--- src/design/soc_pkg.sv ---
package soc_pkg;

  ////////////////////
  // Bus widths
  ////////////////////
  localparam int DATA_WIDTH      = 32;
  localparam int ADDR_WIDTH      = 16;
  localparam int IO_WIDTH        = 10;
  localparam int DMEM_WORDS_LOG2 = 10;
  localparam int DMEM_WORDS      = 1 << DMEM_WORDS_LOG2;

  typedef logic [DATA_WIDTH-1:0]      data_t;
  typedef logic [ADDR_WIDTH-1:0]      addr_t;
  // Bit 3 is the high byte, lowest address
  typedef logic [3:0]                 strobe_t;
  typedef logic [1:0]                 gran_t;
  typedef logic [DMEM_WORDS_LOG2-1:0] dmem_idx_t;
  typedef logic [IO_WIDTH-1:0]        io_t;
  typedef logic [7:0]                 byte_t;
  typedef logic [15:0]                baud_div_t;

  // Access size, anything else is a word
  localparam gran_t GRAN_BYTE = 2'd1;
  localparam gran_t GRAN_HALF = 2'd2;

  ////////////////////
  // Address map
  ////////////////////
  localparam addr_t ADDR_DMEM_LIMIT = 16'h4000;
  localparam addr_t ADDR_LED        = 16'hC000;
  localparam addr_t ADDR_SW         = 16'hC001;
  localparam addr_t ADDR_UART_BUF   = 16'hC004;
  localparam addr_t ADDR_UART_STAT  = 16'hC005;
  localparam addr_t ADDR_UART_DBL   = 16'hC006;
  localparam addr_t ADDR_UART_DBH   = 16'hC007;

  ////////////////////
  // UART
  ////////////////////
  typedef enum logic [1:0] {SEL_BUF, SEL_STAT, SEL_DBL, SEL_DBH} uart_sel_t;
  // Short divisor keeps simulation frames small
  localparam baud_div_t BAUD_DIV_RESET = 16'd16;
  typedef enum logic [1:0] {IDLE, START, DATA, STOP} uart_state_t;

endpackage

--- src/design/periph_bus_if.sv ---
interface periph_bus_if;
  import soc_pkg::*;

  // Data memory side
  strobe_t   mem_we;
  dmem_idx_t mem_addr;
  data_t     mem_wdata;
  gran_t     mem_gran;
  data_t     mem_rdata;

  // UART register side
  logic      uart_cs;
  logic      uart_wr;
  uart_sel_t uart_sel;
  byte_t     uart_wdata;
  byte_t     uart_rdata;

  modport ctrl (
    output mem_we, mem_addr, mem_wdata, mem_gran,
    output uart_cs, uart_wr, uart_sel, uart_wdata,
    input  mem_rdata, uart_rdata
  );
  modport mem_tgt (input mem_we, mem_addr, mem_wdata, mem_gran, output mem_rdata);
  modport uart_tgt (input uart_cs, uart_wr, uart_sel, uart_wdata, output uart_rdata);

endinterface

--- src/design/io_map.sv ---
module io_map (
  input  logic             clk,
  input  logic             rst_n,
  input  soc_pkg::addr_t   addr_i,
  input  soc_pkg::strobe_t we_i,
  input  logic             re_i,
  input  soc_pkg::data_t   wdata_i,
  input  soc_pkg::gran_t   gran_i,
  output soc_pkg::data_t   rdata_o,
  input  soc_pkg::io_t     sw_i,
  output soc_pkg::io_t     led_o,
  periph_bus_if.ctrl       mem,
  periph_bus_if.ctrl       uart
);
  import soc_pkg::*;

  logic      mem_hit;
  logic      sw_hit;
  logic      uart_hit;
  logic      led_we;
  uart_sel_t sel_d;
  logic [4:0] lane_shift;
  strobe_t   lane_mask;
  logic      rd_mem_q;
  logic      rd_sw_q;
  logic      rd_uart_q;
  io_t       sw_q;
  io_t       led_q;

  ////////////////////
  // Address decode
  ////////////////////
  always_comb begin
    mem_hit  = addr_i < ADDR_DMEM_LIMIT;
    sw_hit   = 1'b0;
    uart_hit = 1'b0;
    led_we   = 1'b0;
    sel_d    = SEL_BUF;
    if (!mem_hit) begin
      case (addr_i)
        ADDR_LED:       led_we = |we_i;
        ADDR_SW:        sw_hit = 1'b1;
        ADDR_UART_BUF:  uart_hit = 1'b1;
        ADDR_UART_STAT: begin
          uart_hit = 1'b1;
          sel_d    = SEL_STAT;
        end
        ADDR_UART_DBL:  begin
          uart_hit = 1'b1;
          sel_d    = SEL_DBL;
        end
        ADDR_UART_DBH:  begin
          uart_hit = 1'b1;
          sel_d    = SEL_DBH;
        end
        // Unmapped, reads give zero
        default: ;
      endcase
    end
  end

  ////////////////////
  // Write alignment
  ////////////////////
  // Big-endian lanes, offset 0 is bits 31:24
  always_comb begin
    case (gran_i)
      GRAN_BYTE: begin
        lane_shift = {~addr_i[1:0], 3'b000};
        lane_mask  = 4'b1000 >> addr_i[1:0];
      end
      GRAN_HALF: begin
        // Odd half-word offsets fall onto the nearest even half
        lane_shift = addr_i[1] ? 5'd0 : 5'd16;
        lane_mask  = addr_i[1] ? 4'b0011 : 4'b1100;
      end
      default: begin
        lane_shift = 5'd0;
        lane_mask  = 4'b1111;
      end
    endcase
  end

  assign mem.mem_we    = mem_hit ? (we_i & lane_mask) : '0;
  assign mem.mem_addr  = addr_i[DMEM_WORDS_LOG2+1:2];
  assign mem.mem_wdata = wdata_i << lane_shift;
  assign mem.mem_gran  = gran_i;
  // Memory link carries no UART traffic
  assign mem.uart_cs    = 1'b0;
  assign mem.uart_wr    = 1'b0;
  assign mem.uart_sel   = SEL_BUF;
  assign mem.uart_wdata = '0;

  assign uart.uart_cs    = uart_hit & (re_i | (|we_i));
  assign uart.uart_wr    = |we_i;
  assign uart.uart_sel   = sel_d;
  assign uart.uart_wdata = wdata_i[7:0];
  // And the UART link no memory traffic
  assign uart.mem_we    = '0;
  assign uart.mem_addr  = '0;
  assign uart.mem_wdata = '0;
  assign uart.mem_gran  = '0;

  ////////////////////
  // LED and read source
  ////////////////////
  always_ff @(posedge clk, negedge rst_n) begin
    if (!rst_n) begin
      rd_mem_q  <= 1'b0;
      rd_sw_q   <= 1'b0;
      rd_uart_q <= 1'b0;
      led_q     <= '0;
    end else begin
      rd_mem_q  <= re_i & mem_hit;
      rd_sw_q   <= re_i & sw_hit;
      rd_uart_q <= re_i & uart_hit;
      if (led_we)
        led_q <= wdata_i[IO_WIDTH-1:0];
    end
  end

  // Switches as seen on the request cycle
  always_ff @(posedge clk) begin
    if (re_i && sw_hit)
      sw_q <= sw_i;
  end

  // Read data lands one cycle after the request
  always_comb begin
    rdata_o = '0;
    if (rd_mem_q)
      rdata_o = mem.mem_rdata;
    else if (rd_sw_q)
      rdata_o = data_t'(sw_q);
    else if (rd_uart_q)
      rdata_o = data_t'(uart.uart_rdata);
  end

  assign led_o = led_q;

endmodule

--- src/flat_wrapper.sv ---
// flat-port wrapper written by rule: the top's interface ports become plain ports
module io_map_flat import soc_pkg::*;
  (clk, rst_n, addr_i, we_i, re_i, wdata_i, gran_i, rdata_o, sw_i, led_o, mem_mem_we, mem_mem_addr, mem_mem_wdata, mem_mem_gran, mem_uart_cs, mem_uart_wr, mem_uart_sel, mem_uart_wdata, mem_mem_rdata, mem_uart_rdata, uart_mem_we, uart_mem_addr, uart_mem_wdata, uart_mem_gran, uart_uart_cs, uart_uart_wr, uart_uart_sel, uart_uart_wdata, uart_mem_rdata, uart_uart_rdata);
  periph_bus_if mem_i ();
  periph_bus_if uart_i ();
  input  logic clk;
  input  logic rst_n;
  input  soc_pkg::addr_t addr_i;
  input  soc_pkg::strobe_t we_i;
  input  logic re_i;
  input  soc_pkg::data_t wdata_i;
  input  soc_pkg::gran_t gran_i;
  output soc_pkg::data_t rdata_o;
  input  soc_pkg::io_t sw_i;
  output soc_pkg::io_t led_o;
  output wire logic [$bits(mem_i.mem_we)-1:0] mem_mem_we;
  output wire logic [$bits(mem_i.mem_addr)-1:0] mem_mem_addr;
  output wire logic [$bits(mem_i.mem_wdata)-1:0] mem_mem_wdata;
  output wire logic [$bits(mem_i.mem_gran)-1:0] mem_mem_gran;
  output wire logic [$bits(mem_i.uart_cs)-1:0] mem_uart_cs;
  output wire logic [$bits(mem_i.uart_wr)-1:0] mem_uart_wr;
  output wire logic [$bits(mem_i.uart_sel)-1:0] mem_uart_sel;
  output wire logic [$bits(mem_i.uart_wdata)-1:0] mem_uart_wdata;
  input wire logic [$bits(mem_i.mem_rdata)-1:0] mem_mem_rdata;
  input wire logic [$bits(mem_i.uart_rdata)-1:0] mem_uart_rdata;
  output wire logic [$bits(uart_i.mem_we)-1:0] uart_mem_we;
  output wire logic [$bits(uart_i.mem_addr)-1:0] uart_mem_addr;
  output wire logic [$bits(uart_i.mem_wdata)-1:0] uart_mem_wdata;
  output wire logic [$bits(uart_i.mem_gran)-1:0] uart_mem_gran;
  output wire logic [$bits(uart_i.uart_cs)-1:0] uart_uart_cs;
  output wire logic [$bits(uart_i.uart_wr)-1:0] uart_uart_wr;
  output wire logic [$bits(uart_i.uart_sel)-1:0] uart_uart_sel;
  output wire logic [$bits(uart_i.uart_wdata)-1:0] uart_uart_wdata;
  input wire logic [$bits(uart_i.mem_rdata)-1:0] uart_mem_rdata;
  input wire logic [$bits(uart_i.uart_rdata)-1:0] uart_uart_rdata;
  assign mem_mem_we = mem_i.mem_we;
  assign mem_mem_addr = mem_i.mem_addr;
  assign mem_mem_wdata = mem_i.mem_wdata;
  assign mem_mem_gran = mem_i.mem_gran;
  assign mem_uart_cs = mem_i.uart_cs;
  assign mem_uart_wr = mem_i.uart_wr;
  assign mem_uart_sel = mem_i.uart_sel;
  assign mem_uart_wdata = mem_i.uart_wdata;
  assign mem_i.mem_rdata = mem_mem_rdata;
  assign mem_i.uart_rdata = mem_uart_rdata;
  assign uart_mem_we = uart_i.mem_we;
  assign uart_mem_addr = uart_i.mem_addr;
  assign uart_mem_wdata = uart_i.mem_wdata;
  assign uart_mem_gran = uart_i.mem_gran;
  assign uart_uart_cs = uart_i.uart_cs;
  assign uart_uart_wr = uart_i.uart_wr;
  assign uart_uart_sel = uart_i.uart_sel;
  assign uart_uart_wdata = uart_i.uart_wdata;
  assign uart_i.mem_rdata = uart_mem_rdata;
  assign uart_i.uart_rdata = uart_uart_rdata;
  io_map u_core (.clk(clk), .rst_n(rst_n), .addr_i(addr_i), .we_i(we_i), .re_i(re_i), .wdata_i(wdata_i), .gran_i(gran_i), .rdata_o(rdata_o), .sw_i(sw_i), .led_o(led_o), .mem(mem_i), .uart(uart_i));
endmodule
--- config.mk ---
export PLATFORM = sky130hd
export DESIGN_NAME = io_map_flat
export DESIGN_NICKNAME = d
export VERILOG_FILES = /design/src/design/soc_pkg.sv /design/src/design/periph_bus_if.sv /design/src/design/io_map.sv /design/src/flat_wrapper.sv
export SDC_FILE = /design/constraint.sdc
export NUM_CORES = 1
export LEC_CHECK = 0
export BUFFER_PORTS_ARGS = -buffer_cell sky130_fd_sc_hd__buf_2
export CAP_MARGIN = 15
export CORE_AREA = 8 8 114 116
export CTS_BUF_LIST = sky130_fd_sc_hd__clkbuf_4 sky130_fd_sc_hd__clkbuf_8
export CTS_CLUSTER_SIZE = 20
export DETAILED_ROUTE_END_ITERATION = 12
export DIE_AREA = 0 0 122 124
export HOLD_SLACK_MARGIN = 0.12
export PLACE_DENSITY = 0.71
export SLEW_MARGIN = 20
export SYNTH_ARGS = -nofsm -noshare
export SYNTH_HDL_FRONTEND = slang
export SYNTH_SLANG_ARGS = --single-unit
--- constraint.sdc ---
create_clock -name clk -period 2.7 [get_ports clk]
set_input_delay 0.54 -clock clk [delete_from_list [all_inputs] [get_ports clk]]
set_output_delay 0.54 -clock clk [all_outputs]
set_load 0.02 [all_outputs]
; Word level (Yosys, flattened, before mapping)
; Cells that the tools add are included.
[word_totals]
register_bits = 23
latch_bits = 0
mem_bits_rw = 0
rom_bits = 0
memories = 0
[op_classes]
n_addsub = 0
multipliers = 0
n_div = 0
order_cmp = 1
eq_ne = 8
shifts = 2
n_mux = 16
bitwise = 7
reduce_logical = 3
[op_table]
columns = cell, count
row1 = $eq 16x16->1 const B, 6
row2 = $mux 32, 2
row3 = $shl 32x5->32, 1
row4 = $lt 16x15->1 const B, 1
row5 = $pmux 5 s2, 1
row6 = $mux 4, 2
row7 = $mux 8, 1
row8 = $pmux 4 s2, 1
row9 = $reduce_or 4->1, 2
row10 = $mux 1, 6
row11 = $pmux 2 s3, 1
row12 = $mux 5, 1
row13 = $and 1x1->1, 4
row14 = $and 4x4->4, 1
row15 = $shr 4x2->4 const A, 1
row16 = $eq 2x1->1 const B, 1
row17 = $eq 2x2->1 const B, 1
row18 = $mux 2, 1
row19 = $not 2->2, 1
row20 = $logic_and 1x1->1, 1
row21 = $or 1x1->1, 1

; Logic depth before layout (Yosys ltp)
[depth]
depth_word = 5
depth_mapped = 8
ltp_nobuf = 6

; Worst setup path after synthesis
; Ideal clock, no wire load.
[synth_timing]
kind = input -> output
from = in gran_i[0]
to = out mem_mem_wdata[20]
arrival_time_ps = 2042
path_slack_ps = 118
stages = 8
n_path_buf = 2
cell_sequence = inv_1 > ha_1 > nor2_1 > o21a_1 > buf_2 > buf_2 > mux2i_1 > o2bb2ai_1
[synth_via]
elab_chain_len = 3
[synth_rtl]
columns = element, line
row1 = "start, declared", flat_wrapper.sv:12  ; input soc_pkg::gran_t gran_i;
row2 = $eq 2x2->1 or $eq 2x1->1 (tied branches), io_map.sv:67  ; case (gran_i)
row3 = $pmux 5 s2 (*), io_map.sv:67
row4 = $shl 32x5->32 (*), io_map.sv:86  ; assign mem.mem_wdata = wdata_i << lane_shift;
row5 = "end, declared", flat_wrapper.sv:18  ; output wire logic [$bits(mem_i.mem_wdata)-1:0] mem_mem_wdata;
; Mark *: on every way between the ends. The rest lies on a longest branch, timed or not.

; Worst setup path in the final report
[layout_timing]
from = in gran_i[0]
to = out mem_mem_wdata[17]
; The elaborated chain is that of the path after synthesis.

==> impl_results.md <==
* Count of cell types in the netlist at 31
* Die H at 124 um
* Worst path required time at approximately 2.2 ns
* CP Max Fanout at 17
* CTS max path bufs at 2
* Total Neg Setup Slack at 0 ns
* Seq/Total Area, Yosys at between 20 and 30%
* Die Wd at about 120 um
* Final core utilization at just over 30%
* Total power at approximately 1100 uW
* Crit-path leading delay family: buffers and inverters
* Met2 Usage GRT at between 10% and 20%
* Worst VDD drop at ~0.00014 V
* Global-route usage over all layers at around 10%
* Worst-Margin Slew at about 0.5 ns
* Final Max Tran Viols at 0
* Count of final hold-check violations at 0
* Worst R2R Start: u_core.led_o[5]$_DFFE_PN0P_
* Cells along the critical path: buf_2 > inv_1 > ha_1 > nor2_1 > o21a_2 > buf_12 > mux2i_1 > o2bb2ai_1 > buf_2
* Synth Register Bits at 23
* Initial drt markers at 35
* Met1 Resource Use GR at 9.26%
* Post-synth EDFFs at 10
* DRC viols at 0
* Global placement routability congestion at between 0.7 and 0.8
* Slowest stage delay, CP at approximately 0.3 ns
* Total grt overflow at 0
* DP HPWL at 7.89 mm
* DR vias/cell at between 3 and 4
* CP arrival at around 2.1 ns
* Vias in the first global route at 2,532
* Total number of yosys warnings at 0
* Min Tclk post-route at about 2.6 ns
* Skew final at 0 ns
* N_diodes at 0
* # Post-CTS Setup Buffers at 0
* Critical Path Source Type: input port
* Area grow syn2layout at 37.7%
* First-pass GRT wire length at between 10 and 15 mm
* Top Ports at a little over 300
* Core Region at about 11,000 um2
* CP startpoint: gran_i[0]
* Synthesized area at about 2500 um2
* H-Tree Depth at 1
* Synth Flop Type: dfrtp_1
* GR met3 Demand/Resource at about 3.1%
* Final net count at about 630
* Final period util at between 90% and 100%
* Kind of critical path: in2out
* Register clock-pin slew on the reported worst setup and hold paths at 0.09 ns
* Async SR Flop Fraction at between 50% and 60%
* TritonCTS buffer count at 3
* Insertion delay to the later sink of the worst-skew pair at roughly 0.27 ns
* Placement Setup Slack at ~0.017 ns
* Setup crit end kind: output pin
* CTS tree: built
* Fmax at 382 MHz
* Most numerous cell on the critical path: buf_2
* Worst hold path type: in2async
* Layer with the highest usage: met2
* Layout cells sized above 1 at between 50% and 60%
* Static leakage at between 0.0015 and 0.002 uW
* Clk sinks at 23
* Drt pass-1 iters at 4
* Initial antenna violation count at 0
* Maxcap violations at 0
* Final setup margin at 0.0816 ns
* Largest net degree at the start of global routing at 43
* Row cnt at 39
* Die ar. at approximately 15,000 um2
* Root Driver: clkbuf_8
* WP buf/inv at 4
* Vias at 2,477
* Power per Cell Area at between 300 and 400 nW/um2
* Status: complete, no violations
* Slew Limit Headroom at between 60% and 70%
* Setup violators final at 0
* Routed wire per std cell at between 10 and 15 um
* Avg Cell Area, Syn at around 8.5 um2
* Cell at the slowest stage of the critical path: ha_1
* Post-Route WL at approximately 9 mm
* Port Buf Inserts at about 210
* Post-DRT Antenna Nets at 0
* Mapped Cells at 290
* Initial core utilization at approximately 22%
[through the flow]
stage          cell area (um2)  std cells  hold slack (ns)
2_1_floorplan             2680        349            0.244
3_3_place_gp              3330        616            0.458
3_5_place_dp              3330        616            0.461
4_1_cts                   3380        620            0.152
5_1_grt                   3390        620            0.168
6_report                  3390        620            0.146
[cell families after synthesis]
logic type	synth area share (%)
buf+inv	27.4
simple gates	20.2
compound gates	11.0
mux	14.8
flops	25.4
fa+ha+maj	1.02
other cells	0.153
[placed cells by master (no fill, tap or decap), types with 2 or more instances in the layout]
cell type and n:
ha_1 2, buf_4 9, nand2_1 33, mux2_2 7
nor2b_1 3, o21ai_0 13, o2bb2ai_1 8, a21oi_1 11
dfrtp_1 13, and2_1 26, mux2i_1 23, nor4_1 2
nor2_1 7, a22oi_1 7, and3_1 8, inv_1 4
buf_2 208, edfxtp_1 10, or4_4 3, conb_1 60
clkbuf_8 3, mux2_4 3
[area by class of cell]
type                    instances  area, um2
well taps                     143        179
clock inverters                 1       7.51
inverters                       4       15.0
fillers                      1222       7790
flip-flops and latches         23        626
multi-input cells             228       1390
clock buffers                   3       41.3
repair buffers                218       1130
[registers in the layout, indices dropped and copies added, names as in the netlist]
register          flops
u_core.rd_sw_q        1
u_core.sw_q          10
u_core.rd_mem_q       1
u_core.rd_uart_q      1
u_core.led_o         10
[where the power goes]
part           leakage [uW]  switching, uW  total (uW)  internal (uW)
Combinational       0.00165            312         474            162
Clock             0.0000217            117         222            105
Sequential         0.000271          0.183         366            366
[per-layer routing]
metal	routed length, um	share of wire (%)	vias to the layer above
met4	139	1.6	0
met3	1150	13	9
li1	-	-	1222
met5	0	0	-
met2	4590	52	170
met1	2940	33	1076
[cell usage after synthesis, types with 2 or more instances]
cell type | n | area (um2)
o21ai_0 | 13 | 65.1
nor2_1 | 8 | 30.0
nor4_1 | 2 | 12.5
mux2_2 | 7 | 78.8
o2bb2ai_1 | 8 | 70.1
nor2b_1 | 3 | 18.8
mux2i_1 | 24 | 240
buf_4 | 80 | 601
edfxtp_1 | 10 | 300
ha_1 | 2 | 25.0
and3_1 | 8 | 50.1
a22oi_1 | 7 | 52.6
a21oi_1 | 11 | 55.1
nand2_1 | 33 | 124
inv_1 | 4 | 15.0
mux2_4 | 3 | 45.0
buf_2 | 4 | 20.0
clkbuf_1 | 10 | 37.5
and2_1 | 26 | 163
or4_4 | 3 | 33.8
o21a_1 | 2 | 15.0
dfrtp_1 | 13 | 325
[worst paths after layout]
check	to	slack, ns	depth (start not counted)
setup / recovery	mem_mem_wdata[17]	0.08	9
hold / removal	u_core.led_o[2]$_DFFE_PN0P_	0.15	1
setup reg to reg	u_core.led_o[5]$_DFFE_PN0P_	1.93	1
hold reg to reg	u_core.led_o[3]$_DFFE_PN0P_	0.51	1
max in group asynchronous	u_core.rd_uart_q$_DFF_PN0_	2.31	1
min in group clk	u_core.sw_q[2]$_DFFE_PP_	0.44	1
[what timing repair did]
| action | 4_1_cts | 5_1_grt |
|---|---|---|
| resized for setup | 0 | 3 |
| hold buffers | 0 | 0 |
| setup endpoints to repair | 0 | 9 |
No activity file was read; power rests on OpenSTA's default activity.
