===== config.mk =====
export PLATFORM = sky130hd
export DESIGN_NAME = uart_regs_flat
export DESIGN_NICKNAME = d
export VERILOG_FILES = /design/src/design/soc_pkg.sv /design/src/design/periph_bus_if.sv /design/src/design/uart_regs.sv /design/src/flat_wrapper.sv
export SDC_FILE = /design/constraint.sdc
export NUM_CORES = 1
export LEC_CHECK = 0
export BUFFER_PORTS_ARGS = -buffer_cell sky130_fd_sc_hd__buf_2
export CELL_PAD_IN_SITES_DETAIL_PLACEMENT = 0
export CELL_PAD_IN_SITES_GLOBAL_PLACEMENT = 1
export CORE_MARGIN = 8
export CORE_UTILIZATION = 54
export CTS_BUF_LIST = sky130_fd_sc_hd__clkbuf_8 sky130_fd_sc_hd__clkbuf_16
export DETAILED_ROUTE_END_ITERATION = 10
export PLACE_DENSITY = 0.93
export SYNTH_ARGS = -nofsm -noshare
export SYNTH_HDL_FRONTEND = slang
export SYNTH_SLANG_ARGS = --single-unit

===== constraint.sdc =====
create_clock -name clk -period 4.1 [get_ports clk]
set_clock_uncertainty 0.2 [all_clocks]
set_input_delay 1.23 -clock clk [delete_from_list [all_inputs] [get_ports clk]]
set_output_delay 1.23 -clock clk [all_outputs]
set_load 0.02 [all_outputs]

===== src/design/soc_pkg.sv =====
package soc_pkg;

  ////////////////////
  // Bus widths
  ////////////////////
  localparam int DATA_WIDTH      = 32;
  localparam int ADDR_WIDTH      = 16;
  localparam int IO_WIDTH        = 10;
  localparam int DMEM_WORDS_LOG2 = 10;
  localparam int DMEM_WORDS      = 1 << DMEM_WORDS_LOG2;

  typedef logic [DATA_WIDTH-1:0]      data_t;
  typedef logic [ADDR_WIDTH-1:0]      addr_t;
  // Bit 3 is the high byte, lowest address
  typedef logic [3:0]                 strobe_t;
  typedef logic [1:0]                 gran_t;
  typedef logic [DMEM_WORDS_LOG2-1:0] dmem_idx_t;
  typedef logic [IO_WIDTH-1:0]        io_t;
  typedef logic [7:0]                 byte_t;
  typedef logic [15:0]                baud_div_t;

  // Access size, anything else is a word
  localparam gran_t GRAN_BYTE = 2'd1;
  localparam gran_t GRAN_HALF = 2'd2;

  ////////////////////
  // Address map
  ////////////////////
  localparam addr_t ADDR_DMEM_LIMIT = 16'h4000;
  localparam addr_t ADDR_LED        = 16'hC000;
  localparam addr_t ADDR_SW         = 16'hC001;
  localparam addr_t ADDR_UART_BUF   = 16'hC004;
  localparam addr_t ADDR_UART_STAT  = 16'hC005;
  localparam addr_t ADDR_UART_DBL   = 16'hC006;
  localparam addr_t ADDR_UART_DBH   = 16'hC007;

  ////////////////////
  // UART
  ////////////////////
  typedef enum logic [1:0] {SEL_BUF, SEL_STAT, SEL_DBL, SEL_DBH} uart_sel_t;
  // Short divisor keeps simulation frames small
  localparam baud_div_t BAUD_DIV_RESET = 16'd16;
  typedef enum logic [1:0] {IDLE, START, DATA, STOP} uart_state_t;

endpackage


===== src/design/periph_bus_if.sv =====
interface periph_bus_if;
  import soc_pkg::*;

  // Data memory side
  strobe_t   mem_we;
  dmem_idx_t mem_addr;
  data_t     mem_wdata;
  gran_t     mem_gran;
  data_t     mem_rdata;

  // UART register side
  logic      uart_cs;
  logic      uart_wr;
  uart_sel_t uart_sel;
  byte_t     uart_wdata;
  byte_t     uart_rdata;

  modport ctrl (
    output mem_we, mem_addr, mem_wdata, mem_gran,
    output uart_cs, uart_wr, uart_sel, uart_wdata,
    input  mem_rdata, uart_rdata
  );
  modport mem_tgt (input mem_we, mem_addr, mem_wdata, mem_gran, output mem_rdata);
  modport uart_tgt (input uart_cs, uart_wr, uart_sel, uart_wdata, output uart_rdata);

endinterface


===== src/design/uart_regs.sv =====
module uart_regs (
  input  logic           clk,
  input  logic           rst_n,
  periph_bus_if.uart_tgt bus,
  input  logic           rx_i,
  output logic           tx_o
);
  import soc_pkg::*;

  baud_div_t   baud_div_q;
  logic        wr_buf;
  logic        rd_buf;
  logic        wr_dbl;
  logic        wr_dbh;
  baud_div_t   tx_cnt_q;
  logic        tx_tick;
  uart_state_t tx_state_q;
  logic [2:0]  tx_bit_q;
  logic        tx_full_q;
  byte_t       tx_buf_q;
  byte_t       tx_shift_q;
  logic [1:0]  rx_sync_q;
  logic        rx_s;
  uart_state_t rx_state_q;
  baud_div_t   rx_cnt_q;
  logic        rx_sample;
  logic [2:0]  rx_bit_q;
  logic        rx_ready_q;
  logic        rx_done;
  byte_t       rx_shift_q;
  byte_t       rx_buf_q;

  assign wr_buf = bus.uart_cs & bus.uart_wr & (bus.uart_sel == SEL_BUF);
  assign rd_buf = bus.uart_cs & ~bus.uart_wr & (bus.uart_sel == SEL_BUF);
  assign wr_dbl = bus.uart_cs & bus.uart_wr & (bus.uart_sel == SEL_DBL);
  assign wr_dbh = bus.uart_cs & bus.uart_wr & (bus.uart_sel == SEL_DBH);

  // Divisor loaded a byte at a time
  always_ff @(posedge clk, negedge rst_n) begin
    if (!rst_n)
      baud_div_q <= BAUD_DIV_RESET;
    else if (wr_dbl)
      baud_div_q[7:0] <= bus.uart_wdata;
    else if (wr_dbh)
      baud_div_q[15:8] <= bus.uart_wdata;
  end

  ////////////////////
  // Transmitter
  ////////////////////
  // Free-running bit clock, baud_div+1 cycles per tick
  always_ff @(posedge clk, negedge rst_n) begin
    if (!rst_n)
      tx_cnt_q <= '0;
    else if (tx_tick)
      tx_cnt_q <= baud_div_q;
    else
      tx_cnt_q <= tx_cnt_q - 1'b1;
  end

  assign tx_tick = (tx_cnt_q == '0);

  always_ff @(posedge clk, negedge rst_n) begin
    if (!rst_n) begin
      tx_state_q <= IDLE;
      tx_bit_q   <= '0;
      tx_full_q  <= 1'b0;
    end else begin
      if (tx_tick) begin
        case (tx_state_q)
          IDLE:
            if (tx_full_q)
              tx_state_q <= START;
          START: begin
            tx_state_q <= DATA;
            tx_bit_q   <= '0;
          end
          DATA: begin
            tx_bit_q <= tx_bit_q + 1'b1;
            // Buffer frees up as the stop bit starts
            if (tx_bit_q == 3'd7) begin
              tx_state_q <= STOP;
              tx_full_q  <= 1'b0;
            end
          end
          default: tx_state_q <= IDLE;
        endcase
      end
      // New byte wins over the clear
      if (wr_buf)
        tx_full_q <= 1'b1;
    end
  end

  // Buffer and shifter, LSB first on the line
  always_ff @(posedge clk) begin
    if (wr_buf)
      tx_buf_q <= bus.uart_wdata;
    if (tx_tick && tx_state_q == IDLE && tx_full_q)
      tx_shift_q <= tx_buf_q;
    else if (tx_tick && tx_state_q == DATA)
      tx_shift_q <= {1'b0, tx_shift_q[7:1]};
  end

  always_comb begin
    case (tx_state_q)
      START:   tx_o = 1'b0;
      DATA:    tx_o = tx_shift_q[0];
      default: tx_o = 1'b1;
    endcase
  end

  ////////////////////
  // Receiver
  ////////////////////
  // Two-flop sync, idles high
  always_ff @(posedge clk, negedge rst_n) begin
    if (!rst_n)
      rx_sync_q <= 2'b11;
    else
      rx_sync_q <= {rx_sync_q[0], rx_i};
  end

  assign rx_s      = rx_sync_q[1];
  assign rx_sample = (rx_cnt_q == '0);
  assign rx_done   = (rx_state_q == STOP) & rx_sample & rx_s;

  always_ff @(posedge clk, negedge rst_n) begin
    if (!rst_n) begin
      rx_state_q <= IDLE;
      rx_cnt_q   <= '0;
      rx_bit_q   <= '0;
      rx_ready_q <= 1'b0;
    end else begin
      if (rd_buf)
        rx_ready_q <= 1'b0;
      if (rx_state_q != IDLE && !rx_sample)
        rx_cnt_q <= rx_cnt_q - 1'b1;
      case (rx_state_q)
        IDLE:
          // Half a bit to reach mid start bit
          if (!rx_s) begin
            rx_state_q <= START;
            rx_cnt_q   <= baud_div_q >> 1;
          end
        START:
          if (rx_sample) begin
            rx_cnt_q   <= baud_div_q;
            rx_bit_q   <= '0;
            // False start if the line went back high
            rx_state_q <= rx_s ? IDLE : DATA;
          end
        DATA:
          if (rx_sample) begin
            rx_cnt_q <= baud_div_q;
            rx_bit_q <= rx_bit_q + 1'b1;
            if (rx_bit_q == 3'd7)
              rx_state_q <= STOP;
          end
        default:
          if (rx_sample)
            rx_state_q <= IDLE;
      endcase
      // Frame completion wins over a read clear
      if (rx_done)
        rx_ready_q <= 1'b1;
    end
  end

  always_ff @(posedge clk) begin
    if (rx_state_q == DATA && rx_sample)
      rx_shift_q <= {rx_s, rx_shift_q[7:1]};
    if (rx_done)
      rx_buf_q <= rx_shift_q;
  end

  ////////////////////
  // Register read
  ////////////////////
  always_ff @(posedge clk) begin
    if (bus.uart_cs && !bus.uart_wr) begin
      case (bus.uart_sel)
        SEL_BUF:  bus.uart_rdata <= rx_buf_q;
        SEL_STAT: bus.uart_rdata <= {6'b0, tx_full_q, rx_ready_q};
        SEL_DBL:  bus.uart_rdata <= baud_div_q[7:0];
        default:  bus.uart_rdata <= baud_div_q[15:8];
      endcase
    end
  end

endmodule


===== src/flat_wrapper.sv =====
// flat-port wrapper written by rule: the top's interface ports become plain ports
module uart_regs_flat import soc_pkg::*;
  (clk, rst_n, rx_i, tx_o, bus_uart_cs, bus_uart_wr, bus_uart_sel, bus_uart_wdata, bus_uart_rdata);
  periph_bus_if bus_i ();
  input  logic clk;
  input  logic rst_n;
  input  logic rx_i;
  output logic tx_o;
  input wire logic [$bits(bus_i.uart_cs)-1:0] bus_uart_cs;
  input wire logic [$bits(bus_i.uart_wr)-1:0] bus_uart_wr;
  input wire logic [$bits(bus_i.uart_sel)-1:0] bus_uart_sel;
  input wire logic [$bits(bus_i.uart_wdata)-1:0] bus_uart_wdata;
  output wire logic [$bits(bus_i.uart_rdata)-1:0] bus_uart_rdata;
  assign bus_i.uart_cs = bus_uart_cs;
  assign bus_i.uart_wr = bus_uart_wr;
  assign bus_i.uart_sel = bus_uart_sel;
  assign bus_i.uart_wdata = bus_uart_wdata;
  assign bus_uart_rdata = bus_i.uart_rdata;
  uart_regs u_core (.clk(clk), .rst_n(rst_n), .bus(bus_i), .rx_i(rx_i), .tx_o(tx_o));
endmodule

## After elaboration in Yosys (flattened, before gate mapping)

Index checks and enable logic that the tools add are counted.

| cells by class | value |
|---|---|
| reduce and logical (&&, ||, !) cells | 29 |
| muxes and demuxes | 29 |
| order comparisons | 0 |
| shifts and indexed selects | 0 |
| bitwise gates (word level) | 10 |
| add/subtract/negate cells | 4 |
| multipliers | 0 |
| equality and inequality tests | 16 |
| div/mod/pow operators | 0 |

Operators by type and width:

| operator | number |
|---|---|
| $mux W16 | 4 |
| $logic_not A16 Y1 | 2 |
| $pmux W16 S2 | 1 |
| $sub A16 B1 Y16 const B | 2 |
| $pmux W8 S3 | 1 |
| $reduce_bool A2 Y1 | 9 |
| $mux W2 | 8 |
| $mux W8 | 2 |
| $pmux W2 S3 | 2 |
| $pmux W3 S2 | 2 |
| $eq A2 B2 Y1 const B | 5 |
| $ne A2 B1 Y1 const B | 5 |
| $reduce_and A3 Y1 | 3 |
| $and A1 B1 Y1 | 8 |
| $add A3 B1 Y3 const B | 2 |
| $eq A2 B1 Y1 const B | 3 |
| $eq A3 B3 Y1 const B | 2 |
| $logic_and A1 B1 Y1 | 6 |
| $logic_not A2 Y1 | 3 |
| $mux W1 | 6 |
| $mux W3 | 2 |
| $reduce_and A5 Y1 | 1 |
| $reduce_and A2 Y1 | 2 |
| $logic_not A1 Y1 | 2 |
| other kinds (4) | 5 |

| storage, ports and cells | value |
|---|---|
| flip-flop bits (word level) | 102 |
| bits in writable memories | 0 |
| bits in latches | 0 |
| output and inout bits | 9 |
| memory bits (read-only) | 0 |
| memories kept | 0 |

## Longest topological paths before layout

Gate-level depths: netlist of run 1.

| logic depth | value |
|---|---|
| word-level depth | 6 |
| gate-level depth with buffers | 10 |
| depth with buffers taken out | 7 |

## Least setup slack after synthesis of run 1

No wires, ideal clock.

| timing | value |
|---|---|
| kind | input to register |
| from | in bus_uart_sel[0] |
| to | reg u_core.tx_buf_q[0] (enable) |
| cell stages on the path | 3 |
| buffers on the path | 1 |
| library setup time | 336 ps |
| setup slack | 1403 ps |
| arrival | 2161 ps |
| path through | clkbuf_1 > nor2_1 > and3_1 |

| on the way | value |
|---|---|
| word-level cells in the longest chain between the ends | 2 |

Ends and longest elaborated chain:

| what | line | text |
|---|---|---|
| start, declared | flat_wrapper.sv:11 | `input wire logic [$bits(bus_i.uart_sel)-1:0] bus_uart_sel;` |
| $logic_not A2 Y1 | uart_regs.sv:33 | `assign wr_buf = bus.uart_cs & bus.uart_wr & (bus.uart_sel == SEL_BUF);` |
| $and A1 B1 Y1 | uart_regs.sv:33 |  |
| named net u_core.wr_buf | uart_regs.sv:11 | `logic wr_buf;` |
| end signal, assigned | uart_regs.sv:98 | `tx_buf_q <= bus.uart_wdata;` |
| end, declared | uart_regs.sv:20 | `byte_t tx_buf_q;` |

The timed path passes the listed nets, and every way through them passes these cells.
A chain may end at the register's enable or synchronous reset.

## Worst setup path in the final report of run 1

| timing | value |
|---|---|
| from | reg u_core.tx_state_q[0] |
| to | out tx_o |

| on the way | value |
|---|---|
| word-level cells in the longest chain between the ends | 2 |
| elaborated cells on any way between the ends | 3 |

Ends and longest elaborated chain:

| what | line | text |
|---|---|---|
| start, declared | uart_regs.sv:17 | `uart_state_t tx_state_q;` |
| start signal, assigned | uart_regs.sv:65 | `tx_state_q <= IDLE;` |
| start signal, assigned | uart_regs.sv:73 | `tx_state_q <= START;` |
| start signal, assigned | uart_regs.sv:75 | `tx_state_q <= DATA;` |
| $eq A2 B2 Y1 / $eq A2 B1 Y1 (equally long branches) | uart_regs.sv:106 | `case (tx_state_q)` |
| $pmux W1 S2 * | uart_regs.sv:106 |  |
| end, declared | flat_wrapper.sv:8 | `output logic tx_o;` |

Every way passes the cells marked *; elsewhere a longest branch is shown, timed or not.

==> metrics, run 1 <==
status=finished, final reports clean; period utilisation layout=0.726; Main synth FF type=dfrtp_1; Net Switching=1.21 mW; via density per instance=6.10; Die Area=0.0125 mm2; Final Setup Violations=0; GRT Util Overall=0.172; initial antenna violation count=0; worst reg-to-reg path cell count=7; RSZ-0062 raised after global routing=no; IO Pins=24; Seq pwr share=0.472; crit-path cells=inv_1, ha_1, nand2_1, o21ai_0, buf_2; GR Overflow Total=0; post-synth net total=442; GP Congestion=0.852; Comb power frac=0.334; Int Power=1.99 mW; vias in the first global route=3,317; peak supply drop=0.560 mV; Post-DP Area=0.00514 mm2; area of the core=0.00906 mm2; CTS tree=yes; Hold Slack=161 ps; Final Util=0.588; Finished Layout Cells=547; Chip Width=112 um; Synth cell types=55; ANT nets after route=0; FILL cells=718; DRC=0; first-pass GRT wire length=17.1 mm; fraction of layout cells with a size suffix above 1=0.197; max cap viols=0; TritonRoute pass-1 iters=4; clock network power share=0.194; Num Clock Sinks=102; slowest stage delay, CP=410 ps; Pwr Density=600 mW/mm2; final hold vios=0; root buffer cell=clkbuf_8; Setup crit end kind=output pin; H-tree level count=3; r2r setup slk=1220 ps; Starting Density=0.547; routed vias=3,338; postcts setup bufs=0; Arr. time, crit path=1550 ps; clock tree buffer depth=2; Die Y=112 um; Slew Viols, Final=0; #FFs+latches synth=102; Slew headroom=0.282; Placement Rows=35; Sw Ratio=0.377; Syn Std Cell Area=0.00496 mm2; number of enable flip-flop cells after synthesis=40; worst-margin pin slew=1070 ps; Post-Synthesis Cells=412; worst-path fanout max=9; largest net degree at the start of global routing=42; Total Power=3.20 mW; CP Class=register to output pin; Mean Syn Cell Area=12.0 um2; Iter 0 DRT Violations=261; antenna diode count=0; worst setup margin=1120 ps; Area Overhead vs Synth=7.60%; Seq/Total Area, Yosys=0.556; Synth Warn #=0; Buffers on Ports=23; fmax=336 MHz; DRT Wirelength=10.4 mm; Final min period=2980 ps; dpl ws=1210 ps; Post-CTS Hold Fix Bufs=0; Synth async-reset ratio=0.608; CTS Buf Count=9; HP Class=register to register; setup total negative slack=0 ps; fin area=0.00533 mm2; CTS clock-pin slew for the worst setup and hold paths=110 ps; clk_lat worst skew=370 ps; # resized after CTS=0; fin nets=461; Inst Count DP=531; WP data required=2670 ps; leak pwr=2.07 nW; WL/cell=19.1 um; slowest library cell on the worst path=dfrtp_1; post-DP HPWL=7.13 mm; Setup crit start kind=register; cell depth of the worst min-delay path=0
==> power by group through the flow <==
stage,registers (mW),clock network (mW),logic [mW]
after floorplan,1.45,0,0.854
after global placement,1.52,0,1.03
after detailed placement,1.53,0,1.06
after CTS,1.51,0.634,1.06
after global routing,1.54,0.666,1.19
final,1.51,0.622,1.07
==> worst max-delay path: cells and delay by family, from the launching register on <==
family | cells | cell delay (ps)
adder cells (fa/ha/maj) | 1 | 350
flip-flops | 1 | 410
AND/OR/NAND/NOR | 1 | 70
AO/OA/AOI/OAI | 1 | 70
buffers and inverters | 2 | 270
==> sequential cells by signal (all words and copies together) (netlist names) <==
name / flops
u_core.rx_sync_q: 2
u_core.rx_state_q: 2
u_core.rx_shift_q: 8
u_core.tx_cnt_q: 16
u_core.baud_div_q: 16
u_core.tx_bit_q: 3
u_core.tx_state_q: 2
u_core.tx_buf_q: 8
u_core.rx_bit_q: 3
u_core.rx_ready_q: 1
u_core.tx_full_q: 1
u_core.tx_shift_q: 8
u_core.bus.uart_rdata: 8
u_core.rx_buf_q: 8
u_core.rx_cnt_q: 16
==> kinds of logic after synthesis <==
kind of cell,Yosys count,synth area share
compound gates,94,0.130
xor+xnor,20,0.0353
fa+ha+maj,15,0.0379
buf+inv,32,0.0283
flops,102,0.556
mux,35,0.0838
simple gates,114,0.128
==> layer usage <==
| metal | routed length, um | track usage | vias to the layer above |
|---|---|---|---|
| met5 | 0 | 0 | - |
| met4 | 187 | 0.0547 | 0 |
| met3 | 713 | 0.0335 | 15 |
| met2 | 5200 | 0.293 | 113 |
| met1 | 4320 | 0.215 | 1631 |
| li1 | - | - | 1579 |
==> worst paths after layout <==
path,to,from
worst min register to register,u_core.rx_sync_q[1],u_core.rx_sync_q[0]
worst max register to register,u_core.rx_bit_q[0],u_core.rx_cnt_q[0]
max in group asynchronous,u_core.rx_sync_q[1],rst_n
worst min-delay path,u_core.rx_sync_q[1],u_core.rx_sync_q[0]
min in group asynchronous,u_core.tx_state_q[1],rst_n
worst max-delay path,tx_o,u_core.tx_state_q[0]
==> synth_stat cells, drive strengths merged (3+ instances only) <==
cell | n | area [um2]
nor2 | 20 | 75.1
xnor2 | 12 | 105
o22ai | 12 | 75.1
nand4 | 9 | 62.6
or4 | 5 | 41.3
mux2 | 32 | 360
clkbuf | 10 | 37.5
nor3 | 9 | 45.0
and3 | 3 | 18.8
a22o | 11 | 96.3
edfxtp | 40 | 1200
and2 | 9 | 56.3
o2bb2ai | 4 | 35.0
dfrtp | 59 | 1480
buf | 7 | 46.3
nand3 | 8 | 40.0
dfstp | 3 | 78.8
ha | 15 | 188
nor2b | 5 | 31.3
nand2 | 25 | 93.8
or3 | 4 | 30.0
nand3b | 3 | 22.5
inv | 15 | 56.3
a211oi | 4 | 30.0
nor4 | 4 | 37.5
a22oi | 16 | 120
xor2 | 8 | 70.1
a21oi | 10 | 61.3
o21ai | 24 | 120
==> area by class of cell <==
| cell class | count | area [um2] | share of cell area |
|---|---|---|---|
| sequential | 102 | 2760 | 0.517 |
| multi-input combinational | 278 | 2060 | 0.386 |
| tap | 111 | 139 | 0.0260 |
| clock buffer | 10 | 138 | 0.0258 |
| timing repair buffer | 25 | 130 | 0.0244 |
| inverter | 15 | 56.3 | 0.0106 |
| clock inverter | 6 | 53.8 | 0.0101 |
==> cells in the final DEF (no fill, tap or decap), drive strengths merged, types with 10 or more instances in the layout <==
cell type,instances
a22oi,16
inv,17
o21ai,24
xnor2,12
o22ai,12
a21oi,10
nand2,25
buf,25
mux2,32
ha,15
a22o,11
clkbuf,10
dfrtp,59
edfxtp,40
nor2,20
Note: power is estimated with default switching activity, not from simulation.
==> inputs of run 2 (changes only) <==
--- a/config.mk
+++ b/config.mk
@@ -9,10 +9,10 @@
 export CELL_PAD_IN_SITES_DETAIL_PLACEMENT = 0
 export CELL_PAD_IN_SITES_GLOBAL_PLACEMENT = 1
 export CORE_MARGIN = 8
-export CORE_UTILIZATION = 54
+export CORE_UTILIZATION = 50
 export CTS_BUF_LIST = sky130_fd_sc_hd__clkbuf_8 sky130_fd_sc_hd__clkbuf_16
 export DETAILED_ROUTE_END_ITERATION = 10
-export PLACE_DENSITY = 0.93
+export PLACE_DENSITY = 0.87
 export SYNTH_ARGS = -nofsm -noshare
 export SYNTH_HDL_FRONTEND = slang
 export SYNTH_SLANG_ARGS = --single-unit
==> constraint.sdc (replaced) <==
create_clock -name clk -period 3 [get_ports clk]
set_clock_uncertainty 0.2 [all_clocks]
set_input_delay 0.9 -clock clk [delete_from_list [all_inputs] [get_ports clk]]
set_output_delay 0.9 -clock clk [all_outputs]
set_load 0.02 [all_outputs]
==> metrics, run 2 (same netlist as run 1, synthesis figures left out) <==
Finished Layout Cells=579 (was 547); Chip Width=116 um (was 112 um); postcts setup bufs=0 (unchanged); # resized after CTS=0 (unchanged); Placement Rows=36 (was 35); Starting Density=0.512 (was 0.547); TritonRoute pass-1 iters=6 (was 4); Slew headroom=0.263 (was 0.282); Final Setup Violations=0 (unchanged); CTS tree=yes (unchanged); status=finished, final reports clean (unchanged); Buffers on Ports=23 (unchanged); most common cell after layout, fill and taps aside=dfrtp_1 (unchanged); Reg-to-Reg Start=u_core.tx_cnt_q[8] (was u_core.rx_cnt_q[0]); area of the core=0.00968 mm2 (was 0.00906 mm2); leak pwr=2.13 nW (was 2.07 nW); Die Area=0.0134 mm2 (was 0.0125 mm2); DRC=0 (unchanged); worst setup margin=267 ps (was 1120 ps); CP Capture Point=u_core.tx_shift_q[1] (was tx_o); Total Power=4.42 mW (was 3.20 mW); ANT nets after route=0 (unchanged); CTS Buf Count=9 (unchanged); top flop regs=u_core.baud_div_q x16, u_core.rx_cnt_q x16, u_core.tx_cnt_q x16 (unchanged); Setup crit start kind=register (unchanged); dpl ws=310 ps (was 1210 ps); Critical Path Start=u_core.tx_cnt_q[8] (was u_core.tx_state_q[0]); Post-CTS Hold Fix Bufs=0 (unchanged); slowest stage delay, CP=430 ps (was 410 ps); Pwr Density=812 mW/mm2 (was 600 mW/mm2); crit-path leading delay family=simple AND/OR/NAND/NOR gates (was flip-flops); CP Buf/Inv Count=0 (was 2); via density per instance=5.91 (was 6.10); fmax=366 MHz; Setup crit end kind=register (was output pin); worst-margin pin slew=1100 ps (was 1070 ps); initial antenna violation count=0 (unchanged); GR Overflow Total=0 (unchanged); peak supply drop=0.481 mV (was 0.560 mV); fin nets=471 (was 461); largest net degree at the start of global routing=63 (was 42); Area Overhead vs Synth=9.75% (was 7.60%); WP data required=2930 ps (was 2670 ps); clock tree buffer depth=2 (unchanged); H-tree level count=3 (unchanged); root buffer cell=clkbuf_8 (unchanged); fraction of layout cells with a size suffix above 1=0.213 (was 0.197); Arr. time, crit path=2660 ps (was 1550 ps); FILL cells=831 (was 718); period utilisation layout=0.911; Die Y=116 um (was 112 um); Iter 0 DRT Violations=280 (was 261); GP Congestion=0.841 (was 0.852); IO Pins=24 (unchanged); clk_lat worst skew=380 ps (was 370 ps); Num Clock Sinks=102 (unchanged); post-DP HPWL=7.63 mm (was 7.13 mm); Inst Count DP=563 (was 531); reg2reg end=u_core.tx_shift_q[1] (was u_core.rx_bit_q[0]); crit-path cells=or3_1, nor3_1, and4_1, and3_1, mux2_2 (was inv_1, ha_1, nand2_1, o21ai_0, buf_2); DRT Wirelength=10.9 mm (was 10.4 mm); Slew Viols, Final=0 (unchanged); RSZ-0062 raised after global routing=no (unchanged); most used cells in the layout excluding fill and tap cells=dfrtp_1, edfxtp_1, mux2_2, nand2_1, o21ai_0 (unchanged); first-pass GRT wire length=18.2 mm (was 17.1 mm); WL/cell=18.8 um (was 19.1 um); final hold vios=0 (unchanged); max cap viols=0 (unchanged); worst reg-to-reg path cell count=5 (was 7); HP Class=register to register (unchanged); worst-path fanout max=8 (was 9); WP depth=5 (unchanged); r2r setup slk=270 ps (was 1220 ps); slowest library cell on the worst path=dfrtp_1 (unchanged); GRT Util Overall=0.177 (was 0.172); CP Class=register to register (was register to output pin); antenna diode count=0 (unchanged); vias in the first global route=3,402 (was 3,317); setup total negative slack=0 ps (unchanged); routed vias=3,421 (was 3,338); Final min period=2730 ps; CTS clock-pin slew for the worst setup and hold paths=100 ps (was 110 ps)
-- run 2: cell count changes in the layout (fill, tap and decap cells not counted) --
cell        previous run  this run
buf_12                 0         1
buf_4                  2        11
clkbuf_8              10         9
clkinvlp_4             3         2
inv_1                 15        16
inv_6                  0         1
-- run 2: stage by stage --
| step | utilization | cell area (um2) | hold WS, ps |
|---|---|---|---|
| 2_1_floorplan | - | 4960 | 145 |
| 3_3_place_gp | 0.543 | 5260 | 146 |
| 3_5_place_dp | 0.543 | 5260 | 155 |
| 4_1_cts | 0.562 | 5440 | 169 |
| 5_1_grt | 0.562 | 5440 | 170 |
| 6_report | 0.562 | 5440 | 166 |
-- run 2: layout make-up --
cell class,instances,area [um2],area share
Clock buffer,9,124,0.0228
Multi-Input combinational cell,278,2060,0.379
Inverter,15,56.3,0.0104
Tap cell,133,166,0.0306
Clock inverter,7,58.8,0.0108
Timing Repair Buffer,35,218,0.0400
Sequential cell,102,2760,0.507
-- run 2: how the worst min path moves through the flow --
stage                        start                   to  slack, ps  cells after the start
4_1_cts        u_core.rx_sync_q[0]  u_core.rx_sync_q[1]        170                      0
5_1_grt        u_core.rx_sync_q[0]  u_core.rx_sync_q[1]        170                      0
2_1_floorplan  u_core.rx_sync_q[0]  u_core.rx_sync_q[1]        150                      0
6_report       u_core.rx_sync_q[0]  u_core.rx_sync_q[1]        170                      0
3_5_place_dp   u_core.rx_sync_q[0]  u_core.rx_sync_q[1]        150                      0
3_3_place_gp   u_core.rx_sync_q[0]  u_core.rx_sync_q[1]        150                      0
-- run 2: layer usage --
metal,share of wire,up-vias,global-route usage
met2,0.51,64,0.291
met3,0.032,14,0.0386
met1,0.44,1729,0.228
met4,0.012,0,0.0517
li1,-,1614,-
met5,0,-,0
-- run 2: where the power goes --
part / leakage (nW) / internal [mW] / switching [mW] / total (mW)
Clock: 0.0911 / 0.315 / 0.505 / 0.820
Combinational: 0.902 / 0.703 / 0.814 / 1.52
Sequential: 1.13 / 1.73 / 0.349 / 2.08
Total: 2.13 / 2.75 / 1.67 / 4.42
